File: src/include/island_macros.svh
// Safety island constants
// Address map, bus widths and reset values shared by the design

`ifndef ISL_MACROS_SVH
`define ISL_MACROS_SVH

// ------------------------------------------------------------
// Widths
// ------------------------------------------------------------
`define ISL_ADDR_W 32
`define ISL_DATA_W 32
`define ISL_ECC_W 39
`define ISL_MEM_WORDS 1024

// ------------------------------------------------------------
// Address map
// ------------------------------------------------------------
`define ISL_MEM_BASE 32'h0000_0000
`define ISL_PERIPH_BASE 32'h0002_0000

// Peripheral slots, 256 bytes each
`define ISL_SOC_CTRL_IDX 2'd0
`define ISL_ECC_MGR_IDX 2'd1
`define ISL_TIMER_IDX 2'd2

`define ISL_ERR_RDATA 32'hBADC_AB1E
`define ISL_BOOT_ADDR_DEFAULT (`ISL_PERIPH_BASE + 32'h80)

`endif

File: src/rtl/island_pkg.sv
// Safety island types
// Boot mode encoding, address views and the SECDED codeword

`include "island_macros.svh"

package island_pkg;

  typedef enum logic [1:0] {
    BOOT_JTAG      = 2'd0,
    BOOT_SPI       = 2'd1,
    BOOT_PRELOADED = 2'd2
  } bootmode_e;

  // Same bus address, seen by the memory or by a peripheral slot
  typedef union packed {
    struct packed {
      logic [19:0] region;
      logic [9:0]  word;
      logic [1:0]  byte_off;
    } mem_view;
    struct packed {
      logic [21:0] region;
      logic [1:0]  slot;
      logic [5:0]  reg_idx;
      logic [1:0]  byte_off;
    } periph_view;
  } island_addr_u;

  // chk[5:0] Hamming checks, chk[6] overall parity
  typedef struct packed {
    logic [`ISL_ECC_W-`ISL_DATA_W-1:0] chk;
    logic [`ISL_DATA_W-1:0]            data;
  } ecc_word_t;

endpackage

File: src/rtl/island_bus_if.sv
// APB link between the decoder and one subordinate

`include "island_macros.svh"

interface island_bus_if;

  logic                      psel;
  logic                      penable;
  logic                      pwrite;
  island_pkg::island_addr_u  paddr;
  logic [`ISL_DATA_W-1:0]    pwdata;
  logic [`ISL_DATA_W-1:0]    prdata;
  logic                      pready;
  logic                      pslverr;

  modport mgr (
    output psel, penable, pwrite, paddr, pwdata,
    input  prdata, pready, pslverr
  );

  modport sub (
    input  psel, penable, pwrite, paddr, pwdata,
    output prdata, pready, pslverr
  );

endinterface

File: src/rtl/island_apb_decoder.sv
// APB address decoder
// Selects the memory or one peripheral slot; unmapped addresses
// complete on an internal error subordinate

`include "island_macros.svh"

module island_apb_decoder (
  input  logic                    clk_i,
  input  logic                    rst_ni,
  input  logic                    psel_i,
  input  logic                    penable_i,
  input  logic                    pwrite_i,
  input  logic [`ISL_ADDR_W-1:0]  paddr_i,
  input  logic [`ISL_DATA_W-1:0]  pwdata_i,
  output logic [`ISL_DATA_W-1:0]  prdata_o,
  output logic                    pready_o,
  output logic                    pslverr_o,
  island_bus_if.mgr               mem_o,
  island_bus_if.mgr               soc_o,
  island_bus_if.mgr               ecc_o,
  island_bus_if.mgr               tmr_o
);

  localparam island_pkg::island_addr_u MemBase    = `ISL_MEM_BASE;
  localparam island_pkg::island_addr_u PeriphBase = `ISL_PERIPH_BASE;

  island_pkg::island_addr_u addr;
  logic mem_hit, periph_hit, soc_hit, ecc_hit, tmr_hit, err_hit;
  logic err_q;

  assign addr = paddr_i;

  assign mem_hit    = addr.mem_view.region == MemBase.mem_view.region;
  assign periph_hit = addr.periph_view.region == PeriphBase.periph_view.region;
  assign soc_hit    = periph_hit && (addr.periph_view.slot == `ISL_SOC_CTRL_IDX);
  assign ecc_hit    = periph_hit && (addr.periph_view.slot == `ISL_ECC_MGR_IDX);
  assign tmr_hit    = periph_hit && (addr.periph_view.slot == `ISL_TIMER_IDX);
  assign err_hit    = !(mem_hit || soc_hit || ecc_hit || tmr_hit);

  // ------------------------------------------------------------
  // Request fan-out
  // ------------------------------------------------------------
  assign mem_o.psel = psel_i && mem_hit;
  assign soc_o.psel = psel_i && soc_hit;
  assign ecc_o.psel = psel_i && ecc_hit;
  assign tmr_o.psel = psel_i && tmr_hit;

  assign {mem_o.penable, soc_o.penable, ecc_o.penable, tmr_o.penable} = {4{penable_i}};
  assign {mem_o.pwrite, soc_o.pwrite, ecc_o.pwrite, tmr_o.pwrite} = {4{pwrite_i}};
  assign {mem_o.paddr, soc_o.paddr, ecc_o.paddr, tmr_o.paddr} = {4{addr}};
  assign {mem_o.pwdata, soc_o.pwdata, ecc_o.pwdata, tmr_o.pwdata} = {4{pwdata_i}};

  // Error subordinate owns the access phase after an unmapped setup
  always_ff @(posedge clk_i or negedge rst_ni) begin
    if (!rst_ni) begin
      err_q <= 1'b0;
    end else begin
      err_q <= psel_i && !penable_i && err_hit;
    end
  end

  // ------------------------------------------------------------
  // Response mux
  // ------------------------------------------------------------
  always_comb begin
    prdata_o  = '0;
    pslverr_o = 1'b0;
    pready_o  = 1'b1;
    if (psel_i && penable_i) begin
      if (err_q) begin
        prdata_o  = `ISL_ERR_RDATA;
        pslverr_o = 1'b1;
      end else if (mem_hit) begin
        prdata_o  = mem_o.prdata;
        pslverr_o = mem_o.pslverr;
        pready_o  = mem_o.pready;
      end else if (soc_hit) begin
        prdata_o  = soc_o.prdata;
        pslverr_o = soc_o.pslverr;
        pready_o  = soc_o.pready;
      end else if (ecc_hit) begin
        prdata_o  = ecc_o.prdata;
        pslverr_o = ecc_o.pslverr;
        pready_o  = ecc_o.pready;
      end else if (tmr_hit) begin
        prdata_o  = tmr_o.prdata;
        pslverr_o = tmr_o.pslverr;
        pready_o  = tmr_o.pready;
      end
    end
  end

endmodule

File: src/flat_wrapper.sv
// flat-port wrapper written by rule: the top's interface ports become plain ports
module island_apb_decoder_flat 
  (clk_i, rst_ni, psel_i, penable_i, pwrite_i, paddr_i, pwdata_i, prdata_o, pready_o, pslverr_o, mem_o_psel, mem_o_penable, mem_o_pwrite, mem_o_paddr, mem_o_pwdata, mem_o_prdata, mem_o_pready, mem_o_pslverr, soc_o_psel, soc_o_penable, soc_o_pwrite, soc_o_paddr, soc_o_pwdata, soc_o_prdata, soc_o_pready, soc_o_pslverr, ecc_o_psel, ecc_o_penable, ecc_o_pwrite, ecc_o_paddr, ecc_o_pwdata, ecc_o_prdata, ecc_o_pready, ecc_o_pslverr, tmr_o_psel, tmr_o_penable, tmr_o_pwrite, tmr_o_paddr, tmr_o_pwdata, tmr_o_prdata, tmr_o_pready, tmr_o_pslverr);
  island_bus_if mem_o_i ();
  island_bus_if soc_o_i ();
  island_bus_if ecc_o_i ();
  island_bus_if tmr_o_i ();
  input  logic clk_i;
  input  logic rst_ni;
  input  logic psel_i;
  input  logic penable_i;
  input  logic pwrite_i;
  input  logic [`ISL_ADDR_W-1:0] paddr_i;
  input  logic [`ISL_DATA_W-1:0] pwdata_i;
  output logic [`ISL_DATA_W-1:0] prdata_o;
  output logic pready_o;
  output logic pslverr_o;
  output wire logic [$bits(mem_o_i.psel)-1:0] mem_o_psel;
  output wire logic [$bits(mem_o_i.penable)-1:0] mem_o_penable;
  output wire logic [$bits(mem_o_i.pwrite)-1:0] mem_o_pwrite;
  output wire logic [$bits(mem_o_i.paddr)-1:0] mem_o_paddr;
  output wire logic [$bits(mem_o_i.pwdata)-1:0] mem_o_pwdata;
  input wire logic [$bits(mem_o_i.prdata)-1:0] mem_o_prdata;
  input wire logic [$bits(mem_o_i.pready)-1:0] mem_o_pready;
  input wire logic [$bits(mem_o_i.pslverr)-1:0] mem_o_pslverr;
  output wire logic [$bits(soc_o_i.psel)-1:0] soc_o_psel;
  output wire logic [$bits(soc_o_i.penable)-1:0] soc_o_penable;
  output wire logic [$bits(soc_o_i.pwrite)-1:0] soc_o_pwrite;
  output wire logic [$bits(soc_o_i.paddr)-1:0] soc_o_paddr;
  output wire logic [$bits(soc_o_i.pwdata)-1:0] soc_o_pwdata;
  input wire logic [$bits(soc_o_i.prdata)-1:0] soc_o_prdata;
  input wire logic [$bits(soc_o_i.pready)-1:0] soc_o_pready;
  input wire logic [$bits(soc_o_i.pslverr)-1:0] soc_o_pslverr;
  output wire logic [$bits(ecc_o_i.psel)-1:0] ecc_o_psel;
  output wire logic [$bits(ecc_o_i.penable)-1:0] ecc_o_penable;
  output wire logic [$bits(ecc_o_i.pwrite)-1:0] ecc_o_pwrite;
  output wire logic [$bits(ecc_o_i.paddr)-1:0] ecc_o_paddr;
  output wire logic [$bits(ecc_o_i.pwdata)-1:0] ecc_o_pwdata;
  input wire logic [$bits(ecc_o_i.prdata)-1:0] ecc_o_prdata;
  input wire logic [$bits(ecc_o_i.pready)-1:0] ecc_o_pready;
  input wire logic [$bits(ecc_o_i.pslverr)-1:0] ecc_o_pslverr;
  output wire logic [$bits(tmr_o_i.psel)-1:0] tmr_o_psel;
  output wire logic [$bits(tmr_o_i.penable)-1:0] tmr_o_penable;
  output wire logic [$bits(tmr_o_i.pwrite)-1:0] tmr_o_pwrite;
  output wire logic [$bits(tmr_o_i.paddr)-1:0] tmr_o_paddr;
  output wire logic [$bits(tmr_o_i.pwdata)-1:0] tmr_o_pwdata;
  input wire logic [$bits(tmr_o_i.prdata)-1:0] tmr_o_prdata;
  input wire logic [$bits(tmr_o_i.pready)-1:0] tmr_o_pready;
  input wire logic [$bits(tmr_o_i.pslverr)-1:0] tmr_o_pslverr;
  assign mem_o_psel = mem_o_i.psel;
  assign mem_o_penable = mem_o_i.penable;
  assign mem_o_pwrite = mem_o_i.pwrite;
  assign mem_o_paddr = mem_o_i.paddr;
  assign mem_o_pwdata = mem_o_i.pwdata;
  assign mem_o_i.prdata = mem_o_prdata;
  assign mem_o_i.pready = mem_o_pready;
  assign mem_o_i.pslverr = mem_o_pslverr;
  assign soc_o_psel = soc_o_i.psel;
  assign soc_o_penable = soc_o_i.penable;
  assign soc_o_pwrite = soc_o_i.pwrite;
  assign soc_o_paddr = soc_o_i.paddr;
  assign soc_o_pwdata = soc_o_i.pwdata;
  assign soc_o_i.prdata = soc_o_prdata;
  assign soc_o_i.pready = soc_o_pready;
  assign soc_o_i.pslverr = soc_o_pslverr;
  assign ecc_o_psel = ecc_o_i.psel;
  assign ecc_o_penable = ecc_o_i.penable;
  assign ecc_o_pwrite = ecc_o_i.pwrite;
  assign ecc_o_paddr = ecc_o_i.paddr;
  assign ecc_o_pwdata = ecc_o_i.pwdata;
  assign ecc_o_i.prdata = ecc_o_prdata;
  assign ecc_o_i.pready = ecc_o_pready;
  assign ecc_o_i.pslverr = ecc_o_pslverr;
  assign tmr_o_psel = tmr_o_i.psel;
  assign tmr_o_penable = tmr_o_i.penable;
  assign tmr_o_pwrite = tmr_o_i.pwrite;
  assign tmr_o_paddr = tmr_o_i.paddr;
  assign tmr_o_pwdata = tmr_o_i.pwdata;
  assign tmr_o_i.prdata = tmr_o_prdata;
  assign tmr_o_i.pready = tmr_o_pready;
  assign tmr_o_i.pslverr = tmr_o_pslverr;
  island_apb_decoder u_core (.clk_i(clk_i), .rst_ni(rst_ni), .psel_i(psel_i), .penable_i(penable_i), .pwrite_i(pwrite_i), .paddr_i(paddr_i), .pwdata_i(pwdata_i), .prdata_o(prdata_o), .pready_o(pready_o), .pslverr_o(pslverr_o), .mem_o(mem_o_i), .soc_o(soc_o_i), .ecc_o(ecc_o_i), .tmr_o(tmr_o_i));
endmodule
File: config.mk
export PLATFORM = sky130hd
export DESIGN_NAME = island_apb_decoder_flat
export DESIGN_NICKNAME = d
export VERILOG_FILES = /design/src/rtl/island_pkg.sv /design/src/rtl/island_bus_if.sv /design/src/rtl/island_apb_decoder.sv /design/src/flat_wrapper.sv
export VERILOG_INCLUDE_DIRS = /design/src /design/src/include
export SDC_FILE = /design/constraint.sdc
export NUM_CORES = 1
export LEC_CHECK = 0
export BUFFER_PORTS_ARGS = -buffer_cell sky130_fd_sc_hd__buf_2
export CORE_AREA = 2 2 200 202
export CTS_CLUSTER_DIAMETER = 40
export DETAILED_ROUTE_END_ITERATION = 7
export DIE_AREA = 0 0 202 204
export HOLD_SLACK_MARGIN = 0.05
export PLACE_DENSITY_LB_ADDON = 0.25
export SLEW_MARGIN = 20
export SYNTH_ARGS = -nofsm -noshare
export SYNTH_HDL_FRONTEND = slang
export SYNTH_SLANG_ARGS = --single-unit
export TNS_END_PERCENT = 1
File: constraint.sdc
create_clock -name clk_i -period 1.9 [get_ports clk_i]
set_input_delay 0.19 -clock clk_i [delete_from_list [all_inputs] [get_ports clk_i]]
set_output_delay 0.19 -clock clk_i [all_outputs]
set_load 0.01 [all_outputs]
==> results of run 1 <==
-- area by class of cell --
| class | instances | area share |
|---|---|---|
| repair buffers | 351 | 0.477 |
| multi-input cells | 193 | 0.363 |
| well taps | 525 | 0.153 |
| flip-flops and latches | 1 | 0.00584 |
| inverters | 1 | 0.000876 |
-- stage by stage --
step | power [W] | instance area (um2) | setup slack [ps]
2_1_floorplan | 0.000774 | 3570 | -55.8
3_5_place_dp | 0.000732 | 4080 | -448
5_1_grt | 0.000797 | 4280 | -331
4_1_cts | 0.000747 | 4240 | -269
6_report | 0.000732 | 4280 | -242
3_3_place_gp | 0.000735 | 4080 | -443
-- final timing paths --
check | endpoint | depth (start not counted)
worst max-delay path | prdata_o[4] | 8
worst min-delay path | tmr_o_pwdata[27] | 0
min in group asynchronous | u_core.err_q | 2
max in group asynchronous | u_core.err_q | 2
-- logic make-up after synthesis --
logic type | count (synthesis) | synth area share
buffers and inverters | 299 | 0.603
AOI/OAI and AO/OA | 89 | 0.183
and+or+nand+nor | 71 | 0.114
muxes | 33 | 0.0930
DFF | 1 | 0.00704
-- routing by layer --
layer | track usage | vias to the layer above
met5 | 0 | -
met4 | 0.0347 | 2
met3 | 0.0139 | 68
met2 | 0.140 | 245
met1 | 0.0777 | 1502
li1 | - | 1565
-- synthesized netlist by cell type, drive strengths merged (2+ instances only) --
master,n,share of area
a21oi,33,0.046
a41oi,20,0.049
and3,2,0.0035
buf,277,0.58
clkbuf,21,0.022
mux2i,33,0.093
nand2,3,0.0032
nand3,48,0.068
nor2,2,0.0021
nor2b,3,0.0053
nor3,2,0.0042
nor3b,2,0.0042
nor4,3,0.0053
o2bb2ai,33,0.081
-- power groups by stage --
stage	clock [W]	combinational (W)	sequential [W]
6_report	0	0.000708	0.0000235
5_1_grt	0	0.000773	0.0000240
4_1_cts	0	0.000724	0.0000237
3_5_place_dp	0	0.000708	0.0000235
3_3_place_gp	0	0.000711	0.0000236
2_1_floorplan	0	0.000751	0.0000233
-- timing repair --
item / 4_1_cts / 5_1_grt
endpoints found under the hold margin: 1 / 0
gates cloned: 0 / 0
hold buffers: 1 / 0
endpoints found under the setup margin: 39 / 39
gates resized for setup: 33 / 10
pin swaps: 25 / 7
==> results.md, run 1 <==
* Core Area at 39200 um2
* Max-Cap Viols at 0
* Fin. max-slew vios at 0
* Slew @ Worst Pin at 475 ps
* Register area at 25.0 um2
* LEAKAGE at 1.92 nW
* Area grow syn2layout at 20.5%
* Synthesized instance count at 493
* Seq cells post-synth at 1
* DRC at 0
* CP arrival at 1950 ps
* Die X at 202 um
* Post-CTS setup buffer count at 0
* Non-filler cells, final at 1071
* Synthesized cell area at 3550 um2
* Worst VDD drop at 0.0460 mV
* Ports at 507
* Min-delay src: pwdata_i[27]
* ANT cells at 0
* P_int at 0.000363 W
* Die area at 41200 um2
* First-pass GRT wire length at 22.3 mm
* WL met2 at 8.31 mm
* Clock Power Share at 0
* Largest registers: u_core.err_q (1)
* Slowest library cell on the worst path: or4_4
* Ys flop type: dfrtp_1
* Commonest cells after routing, fill and taps aside: buf_2 (298), nand3_1 (39), buf_4 (35)
* Final setup margin at -242 ps
* Core Util, Final at 0.109
* Critical Path Max Stage Delay at 550 ps
* Fillers at 4602
* Sequential Power Share at 0.032
* Critical Path Start Type: primary input
* Comb power frac at 0.968
* Rows at 73
* Setup-failing EPs final at 38
* Failing checks: negative setup slack
* Reg with most FFs: u_core.err_q
* Hpwl dp at 14.3 mm
* DR WL/cell at 15.4 um
* Fmax at 467 MHz
* Final WL at 16.5 mm
* Final hold slack at 380 ps
* Pin count of the biggest net entering global routing at 45
* Worst hold path class: in2out
* Setup TNS at -6320 ps
* Via density at 3.16
* Unrepaired setup endpoints after global routing: true
* CP top delay family: simple AND/OR/NAND/NOR gates
* Total gr overflow at 0
* Min cycle time layout at 2140 ps
* Top Metal Used: met5
* GRT Resource Usage Total at 0.0735
* Yosys warning count at 0
* Initial Util at 0.0907
* Fin crit share at 1.13
* DRT Pass-1 Iters at 4
* WS Path Type: in2out
* Placed insts at 1070
* Area taken by multi-input logic gates at 1560 um2
* Power Dens Cells at 171 nW/um2
* Fin. Hold Viols at 0
* Vias in the first global route at 3359
* Outcome: finished with violations
* Post-route ant nets at 0
* Mapped Avg Cell Area at 7.21 um2
* Largest register FFs at 1
* Switching portion of total power at 0.504
* Post-synth EDFFs at 0
* Final #Nets at 753
* Sequential-to-total area share from yosys stat at 0.00704
* Die Span Y at 204 um
* Max Fanout on Critical Path at 6
* Synth async-reset ratio at 1.00
* Slew HR at 0.674
* DR iter-0 viols at 83
* Gpl congestion at 0.684
* CP Launch Point: paddr_i[29]
* Fraction of layout cells with a size suffix above 1 at 0.705
* M1 WL at 5.98 mm
* Synth cell types at 29
* Initial antenna violation count at 2
* WP data required at 1710 ps
* Mapped Nets at 698
* PortBufs at 301
* NetSw at 0.000369 W
* Commonest non-fill, non-tap cell in the layout: buf_2
* WP buf/inv at 4
* Met3 WL at 1.35 mm
* DR vias at 3382
* Crit-path cells: buf_6 -> or4_4 -> nor4b_4 -> buf_12 -> buf_8 -> nand3_1 -> a21oi_2 -> buf_2
* Worst setup EP type: output pin
Note: power is estimated with default switching activity, not from simulation.
==> inputs of run 2 (changes only) <==
--- a/config.mk
+++ b/config.mk
@@ -7,10 +7,10 @@
 export NUM_CORES = 1
 export LEC_CHECK = 0
 export BUFFER_PORTS_ARGS = -buffer_cell sky130_fd_sc_hd__buf_2
-export CORE_AREA = 2 2 200 202
+export CORE_AREA = 2 2 199 201
 export CTS_CLUSTER_DIAMETER = 40
 export DETAILED_ROUTE_END_ITERATION = 7
-export DIE_AREA = 0 0 202 204
+export DIE_AREA = 0 0 201 203
 export HOLD_SLACK_MARGIN = 0.05
 export PLACE_DENSITY_LB_ADDON = 0.25
 export SLEW_MARGIN = 20
==> constraint.sdc (replaced) <==
create_clock -name clk_i -period 2.5 [get_ports clk_i]
set_input_delay 0.25 -clock clk_i [delete_from_list [all_inputs] [get_ports clk_i]]
set_output_delay 0.25 -clock clk_i [all_outputs]
set_load 0.01 [all_outputs]
==> run 2 against run 1 <==
Die area down 0.98%. Worst hold slack improved by 120 ps. Sequential cell count did not move. Combinational power shrank 31%. Critical path depth unchanged. Utilization fell by 0.99 points. First-iteration DRC count up 36%. Global-route usage decreased by 0.26 points. Design area is 11% lower. Sequential share of layout area rose by 0.070 points. Total power shrank 31%. Final cell count decreased by 3.3%. The flow now finishes without violations.
==> results.md, run 2 (synthesized netlist as in run 1, its figures left out) <==
* DR vias at 3226 (-4.6%)
* Fin. Hold Viols at 0 (unchanged)
* PortBufs at 301 (unchanged)
* Final #Nets at 725 (-3.7%)
* Slew HR at 0.623 (-0.0515)
* GRT Resource Usage Total at 0.0709 (-0.00262)
* Commonest cells after routing, fill and taps aside: buf_2 (301), nand3_1 (48), mux2i_1 (33), o2bb2ai_1 (33), a21oi_1 (33)
* Worst setup EP type: output pin
* Min cycle time layout at 2380 ps
* Largest register FFs at 1 (unchanged)
* Outcome: finished, final reports clean
* Die Span Y at 203 um (-0.49%)
* DR iter-0 viols at 113 (+36%)
* Hold endpoint: ecc_o_pwdata[2]
* Pin count of the biggest net entering global routing at 35 (-22%)
* Initial Util at 0.0924 (+0.00169)
* First-pass GRT wire length at 21.7 mm (-2.7%)
* Power Dens Cells at 133 nW/um2 (-22%)
* Area grow syn2layout at 7.61%
* DRC at 0 (unchanged)
* Rows at 72 (-1.4%)
* Slowest library cell on the worst path: or4_4
* Fin. max-slew vios at 0 (unchanged)
* Hpwl dp at 13.9 mm (-2.2%)
* Min-delay src: pwdata_i[2]
* Critical Path Start Type: primary input
* CP arrival at 2130 ps (+180 ps)
* Critical Path Max Stage Delay at 570 ps (+20 ps)
* Fraction of layout cells with a size suffix above 1 at 0.635 (-0.0700)
* Commonest non-fill, non-tap cell in the layout: buf_2
* Vias in the first global route at 3055 (-9.1%)
* Worst hold path class: in2out
* Total gr overflow at 0 (unchanged)
* Crit-path cells: buf_2 -> or4_4 -> nor4b_4 -> buf_12 -> buf_4 -> nand3_1 -> a21oi_1 -> buf_2
* Gpl congestion at 0.754 (+10%)
* Die X at 201 um (-0.50%)
* ANT cells at 0 (unchanged)
* Max-Cap Viols at 0 (unchanged)
* DR WL/cell at 15.7 um (+2.0%)
* Final WL at 16.3 mm (-1.3%)
* Post-route ant nets at 0 (unchanged)
* Initial antenna violation count at 2 (unchanged)
* Unrepaired setup endpoints after global routing: false
* Worst VDD drop at 0.0339 mV (-26%)
* Largest registers: u_core.err_q (1)
* LEAKAGE at 1.75 nW (-8.8%)
* Max Fanout on Critical Path at 28 (+22)
* Core Area at 38500 um2 (-1.8%)
* Slew @ Worst Pin at 564 ps (+89.5 ps)
* Final hold slack at 500 ps (+120 ps)
* DRT Pass-1 Iters at 4 (unchanged)
* Setup-failing EPs final at 0 (-100%)
* Via density at 3.11 (-1.4%)
* Reg with most FFs: u_core.err_q
* Ports at 507 (unchanged)
* WS Path Type: in2out
* Fmax at 420 MHz
* Crit path top cell by count: buf_2
* Fin crit share at 0.952
* WP data required at 2250 ps (+540 ps)
* Worst hold path depth at 0 (unchanged)
* Setup TNS at 0 ps (+6320 ps)
* Die area at 40800 um2 (-0.98%)
[run 2: metal layers]
metal / up-vias / wire length (um) / global-route usage
li1: 1508 / - / -
met4: 2 / 427 / 0.0185
met3: 53 / 1510 / 0.0201
met2: 249 / 7990 / 0.125
met1: 1414 / 6330 / 0.0838
met5: - / 13 / 0
[run 2: cell type report]
class,instances,area (um2)
inverters,1,3.75
multi-input cells,193,1400
flip-flops and latches,1,25.0
repair buffers,323,1750
well taps,518,648
fillers,4538,34600
[run 2: how the worst max path moves through the flow]
stage           startpoint           end  slack, ps
3_5_place_dp   paddr_i[23]  prdata_o[16]        110
6_report       paddr_i[23]   prdata_o[6]        120
5_1_grt        paddr_i[23]   prdata_o[6]         30
4_1_cts        paddr_i[23]  prdata_o[16]        110
3_3_place_gp   paddr_i[15]  prdata_o[18]         70
2_1_floorplan  paddr_i[23]    ecc_o_psel        420
[run 2: where the power goes]
part | internal [W] | total, W | leakage, nW | switching, W
sequential | 0.0000173 | 0.0000180 | 0.0129 | 0.000000675
clock | 0 | 0 | 0 | 0
combinational | 0.000228 | 0.000490 | 1.74 | 0.000262
total | 0.000245 | 0.000508 | 1.75 | 0.000262
[run 2: critical path: cells and delay by family]
| family | cells | cell delay [ps] |
|---|---|---|
| buf+inv | 4 | 720 |
| simple gates | 3 | 970 |
| compound gates | 1 | 140 |
[run 2: repair_timing]
| action | CTS | global route |
|---|---|---|
| buffers inserted | 0 | 0 |
| hold endpoints to repair | 1 | 0 |
| resized for setup | 0 | 0 |
| endpoints found under the setup margin | 0 | 0 |
| hold buffers | 1 | 0 |
[run 2: through the flow]
step,power (W),setup slack [ps],cells,area (um2),utilization
floorplan,0.000588,416,493,3550,-
global placement,0.000516,68.5,1035,3810,0.0991
detailed placement,0.000515,112,1035,3810,0.0991
CTS,0.000518,111,1036,3820,0.0994
global route,0.000552,34.7,1036,3820,0.0994
finish,0.000508,120,1036,3820,0.0994
==> inputs of run 3 (changes only) <==
--- a/config.mk
+++ b/config.mk
@@ -6,11 +6,12 @@
 export SDC_FILE = /design/constraint.sdc
 export NUM_CORES = 1
 export LEC_CHECK = 0
+export ABC_AREA = 1
 export BUFFER_PORTS_ARGS = -buffer_cell sky130_fd_sc_hd__buf_2
-export CORE_AREA = 2 2 199 201
+export CORE_AREA = 2 2 197 199
 export CTS_CLUSTER_DIAMETER = 40
 export DETAILED_ROUTE_END_ITERATION = 7
-export DIE_AREA = 0 0 201 203
+export DIE_AREA = 0 0 199 201
 export HOLD_SLACK_MARGIN = 0.05
 export PLACE_DENSITY_LB_ADDON = 0.25
 export SLEW_MARGIN = 20
==> constraint.sdc (replaced) <==
create_clock -name clk_i -period 2.5 [get_ports clk_i]
set_input_delay 0.25 -clock clk_i [delete_from_list [all_inputs] [get_ports clk_i]]
set_output_delay 0.25 -clock clk_i [all_outputs]
set_load 0.1 [all_outputs]
==> run 3 against run 2 <==
Worst hold slack about the same. Wire length rose by 11%. Fmax is 0.14% higher. Sequential share of layout area shrank 0.13 points. Sequential power increased by 16%. Largest cell class unchanged.
==> results.md, run 3 <==
* WP buf/inv at 4 (unchanged)
* Fmax at 421 MHz (+0.14%)
* Gpl congestion at 0.745 (-1.2%)
* Pin count of the biggest net entering global routing at 42 (+20%)
* XOR/XNOR Fraction of Synth Area at 0 (unchanged)
* Commonest cells after routing, fill and taps aside: buf_2 (263), nand2_1 (78), nand3_1 (72)
* Synth cell types at 24 (-17%)
* Synth async-reset ratio at 1.00 (unchanged)
* Adder-cell area share of the yosys netlist at 0 (unchanged)
* Setup-failing EPs final at 0 (unchanged)
* ANT cells at 0 (unchanged)
* Die area at 40000 um2 (-2.0%)
* First-pass GRT wire length at 24.8 mm (+14%)
* PortBufs at 301 (unchanged)
* NetSw at 0.000911 W (+250%)
* Critical Path Start Type: primary input
* DRC at 0 (unchanged)
* Total gr overflow at 0 (unchanged)
* Min cycle time layout at 2380 ps (-3.27 ps)
* Crit-path cells: buf_2 -> nor2_1 -> nand3_1 -> nand3b_1 -> nor2_4 -> buf_12 -> buf_12 -> nand3_1 -> nand2_1 -> nor2_1 -> nor2_1 -> buf_12
* Fraction of layout cells with a size suffix above 1 at 0.554 (-0.0811)
* Largest area contributor in the netlist: buf_4
* CP top delay family: simple AND/OR/NAND/NOR gates
* DP Area at 4700 um2 (+23%)
* Reg with most FFs: u_core.err_q
* Final WL at 18.1 mm (+11%)
* Via density at 3.26 (+4.7%)
* Synth Area in Compound Gates at 0.0730 (-0.110)
* Post-CTS setup buffer count at 0 (unchanged)
* Critical Path Max Stage Delay at 230 ps (-340 ps)
* Post-synth EDFFs at 0 (unchanged)
* Fin crit share at 0.951 (-0.00131)
* Core Area at 38100 um2 (-0.94%)
* WP data required at 2250 ps (about the same)
* Die X at 199 um (-1.0%)
* Synthesized instance count at 646 (+31%)
* Worst VDD drop at 0.212 mV (+520%)
* Core Util, Final at 0.125 (+0.0257)
* Final #Nets at 882 (+22%)
* Max Fanout on Critical Path at 25 (-11%)
* Worst setup EP type: output pin
* Rows at 72 (unchanged)
* CP arrival at 2130 ps (about the same)
* GRT Resource Usage Total at 0.0830 (+0.0121)
* Fin. Hold Viols at 0 (unchanged)
* Max-Cap Viols at 0 (unchanged)
* Yosys warning count at 0 (unchanged)
* Comb power frac at 0.982 (+0.017)
* Post-route ant nets at 0 (unchanged)
* Slew @ Worst Pin at 525 ps (-39.1 ps)
* LEAKAGE at 2.22 nW (+27%)
* Top post-synthesis cells by count: buf_4 (267), nand2_1 (78), nand3_1 (73)
* Die Span Y at 201 um (-0.99%)
* Worst hold path class: in2out
* Sequential Power Share at 0.018 (-0.017)
* Seq cells post-synth at 1 (unchanged)
* Main combinational cell family by area after synthesis: buffers and inverters
* Most common cell in the netlist: buf_4
* Slew HR at 0.652 (+0.0294)
* DRT Pass-1 Iters at 4 (unchanged)
* Largest register FFs at 1 (unchanged)
* Largest registers: u_core.err_q (1)
* DR WL/cell at 15.2 um (-3.2%)
* Switching portion of total power at 0.786 (+0.269)
* Simple-gate share of the synthesized area at 0.329 (+0.215)
* Initial antenna violation count at 1 (-1)
* Clock Power Share at 0 (unchanged)
* Hpwl dp at 15.0 mm (+7.6%)
* Vias in the first global route at 3671 (+20%)
* Ports at 507 (unchanged)
* Mapped Nets at 851 (+22%)
* Area grow syn2layout at 25.3%
* Sequential-to-total area share from yosys stat at 0.00658 (-0.000465)
* Commonest non-fill, non-tap cell in the layout: buf_2
* Mapped Avg Cell Area at 5.89 um2 (-18%)
* Fin. max-slew vios at 0 (unchanged)
* Multiplexer share of the synthesized area at 0 (-0.0930)
* Area share of the largest cell type after synthesis at 0.527 (-0.0309)
* Fin area at 4770 um2 (+25%)
* Ys flop type: dfrtp_1
* Unrepaired setup endpoints after global routing: false
* Fillers at 4499 (-0.86%)
* Slowest library cell on the worst path: nand3b_1
* Synthesized cell area at 3800 um2 (+7.1%)
* Power Dens Cells at 243 nW/um2 (+83%)
* DR vias at 3890 (+21%)
* P_int at 0.000248 W (+1.1%)
* Initial Util at 0.0998 (+0.00747)
* Top cells by area, synth: buf_4 (53%), nand3_1 (9.6%), nand2_1 (7.7%)
* DR iter-0 viols at 141 (+25%)
* Outcome: finished, final reports clean
* WS Path Type: in2out
## run 3: cell count changes after synthesis, moves of 7 or more
cell / delta
o2bb2ai_1: -33
mux2i_1: -33
nand4_1: +37
nand2_1: +75
inv_1: +27
o21ai_0: +13
nand3_1: +25
a21oi_1: +7
a41oi_1: -20
or2_2: +20
nor2_1: +42
## run 3: area by class of cell
cell class	instances	area [um2]	share of cell area
multi-input combinational	317	1620	0.339
timing repair buffer	328	2370	0.497
sequential	1	25.0	0.00525
tap	518	648	0.136
inverter	29	109	0.0228
## run 3: repair_timing
| item | CTS | global route |
|---|---|---|
| endpoints found under the hold margin | 1 | 0 |
| setup endpoints to repair | 0 | 25 |
| gates resized for setup | 0 | 16 |
| hold buffers | 1 | 0 |
## run 3: through the flow
stage / setup slack [ps] / power [W] / std cells / hold slack [ps] / TNS (ps)
final: 124 / 0.00116 / 1193 / 500 / 0
after global routing: 2.18 / 0.00120 / 1193 / 500 / 0
after CTS: 2.90 / 0.00116 / 1193 / 502 / 0
after detailed placement: 15.9 / 0.00116 / 1192 / 25.2 / 0
after global placement: -7.16 / 0.00117 / 1192 / 26.3 / -7.16
after floorplan: -423 / 0.00217 / 646 / -45.6 / -11630
## run 3: cells by family after synthesis
| logic type | count (synthesis) |
|---|---|
| compound gates | 55 |
| buf+inv | 328 |
| simple gates | 262 |
| flops | 1 |
## run 3: per-layer routing
| metal | global-route usage | vias up | share of wire |
|---|---|---|---|
| met5 | 0 | - | 0 |
| met4 | 0.0147 | 0 | 0.019 |
| met3 | 0.0192 | 46 | 0.080 |
| met2 | 0.129 | 217 | 0.45 |
| met1 | 0.117 | 1740 | 0.45 |
| li1 | - | 1887 | - |
## run 3: path summary, 6_finish.rpt
kind	endpoint	cells after the start	slack, ps	from
setup / recovery	prdata_o[10]	12	120	paddr_i[25]
hold / removal	mem_o_pwdata[29]	0	500	pwdata_i[29]
max in group asynchronous	u_core.err_q	2	1840	rst_ni
min in group asynchronous	u_core.err_q	2	570	rst_ni
## run 3: power by group through the flow
stage | combinational [W] | sequential [W] | clock, W
global route | 0.00118 | 0.0000208 | 0
global placement | 0.00115 | 0.0000209 | 0
detailed placement | 0.00114 | 0.0000206 | 0
CTS | 0.00114 | 0.0000206 | 0
floorplan | 0.00215 | 0.0000178 | 0
finish | 0.00114 | 0.0000209 | 0
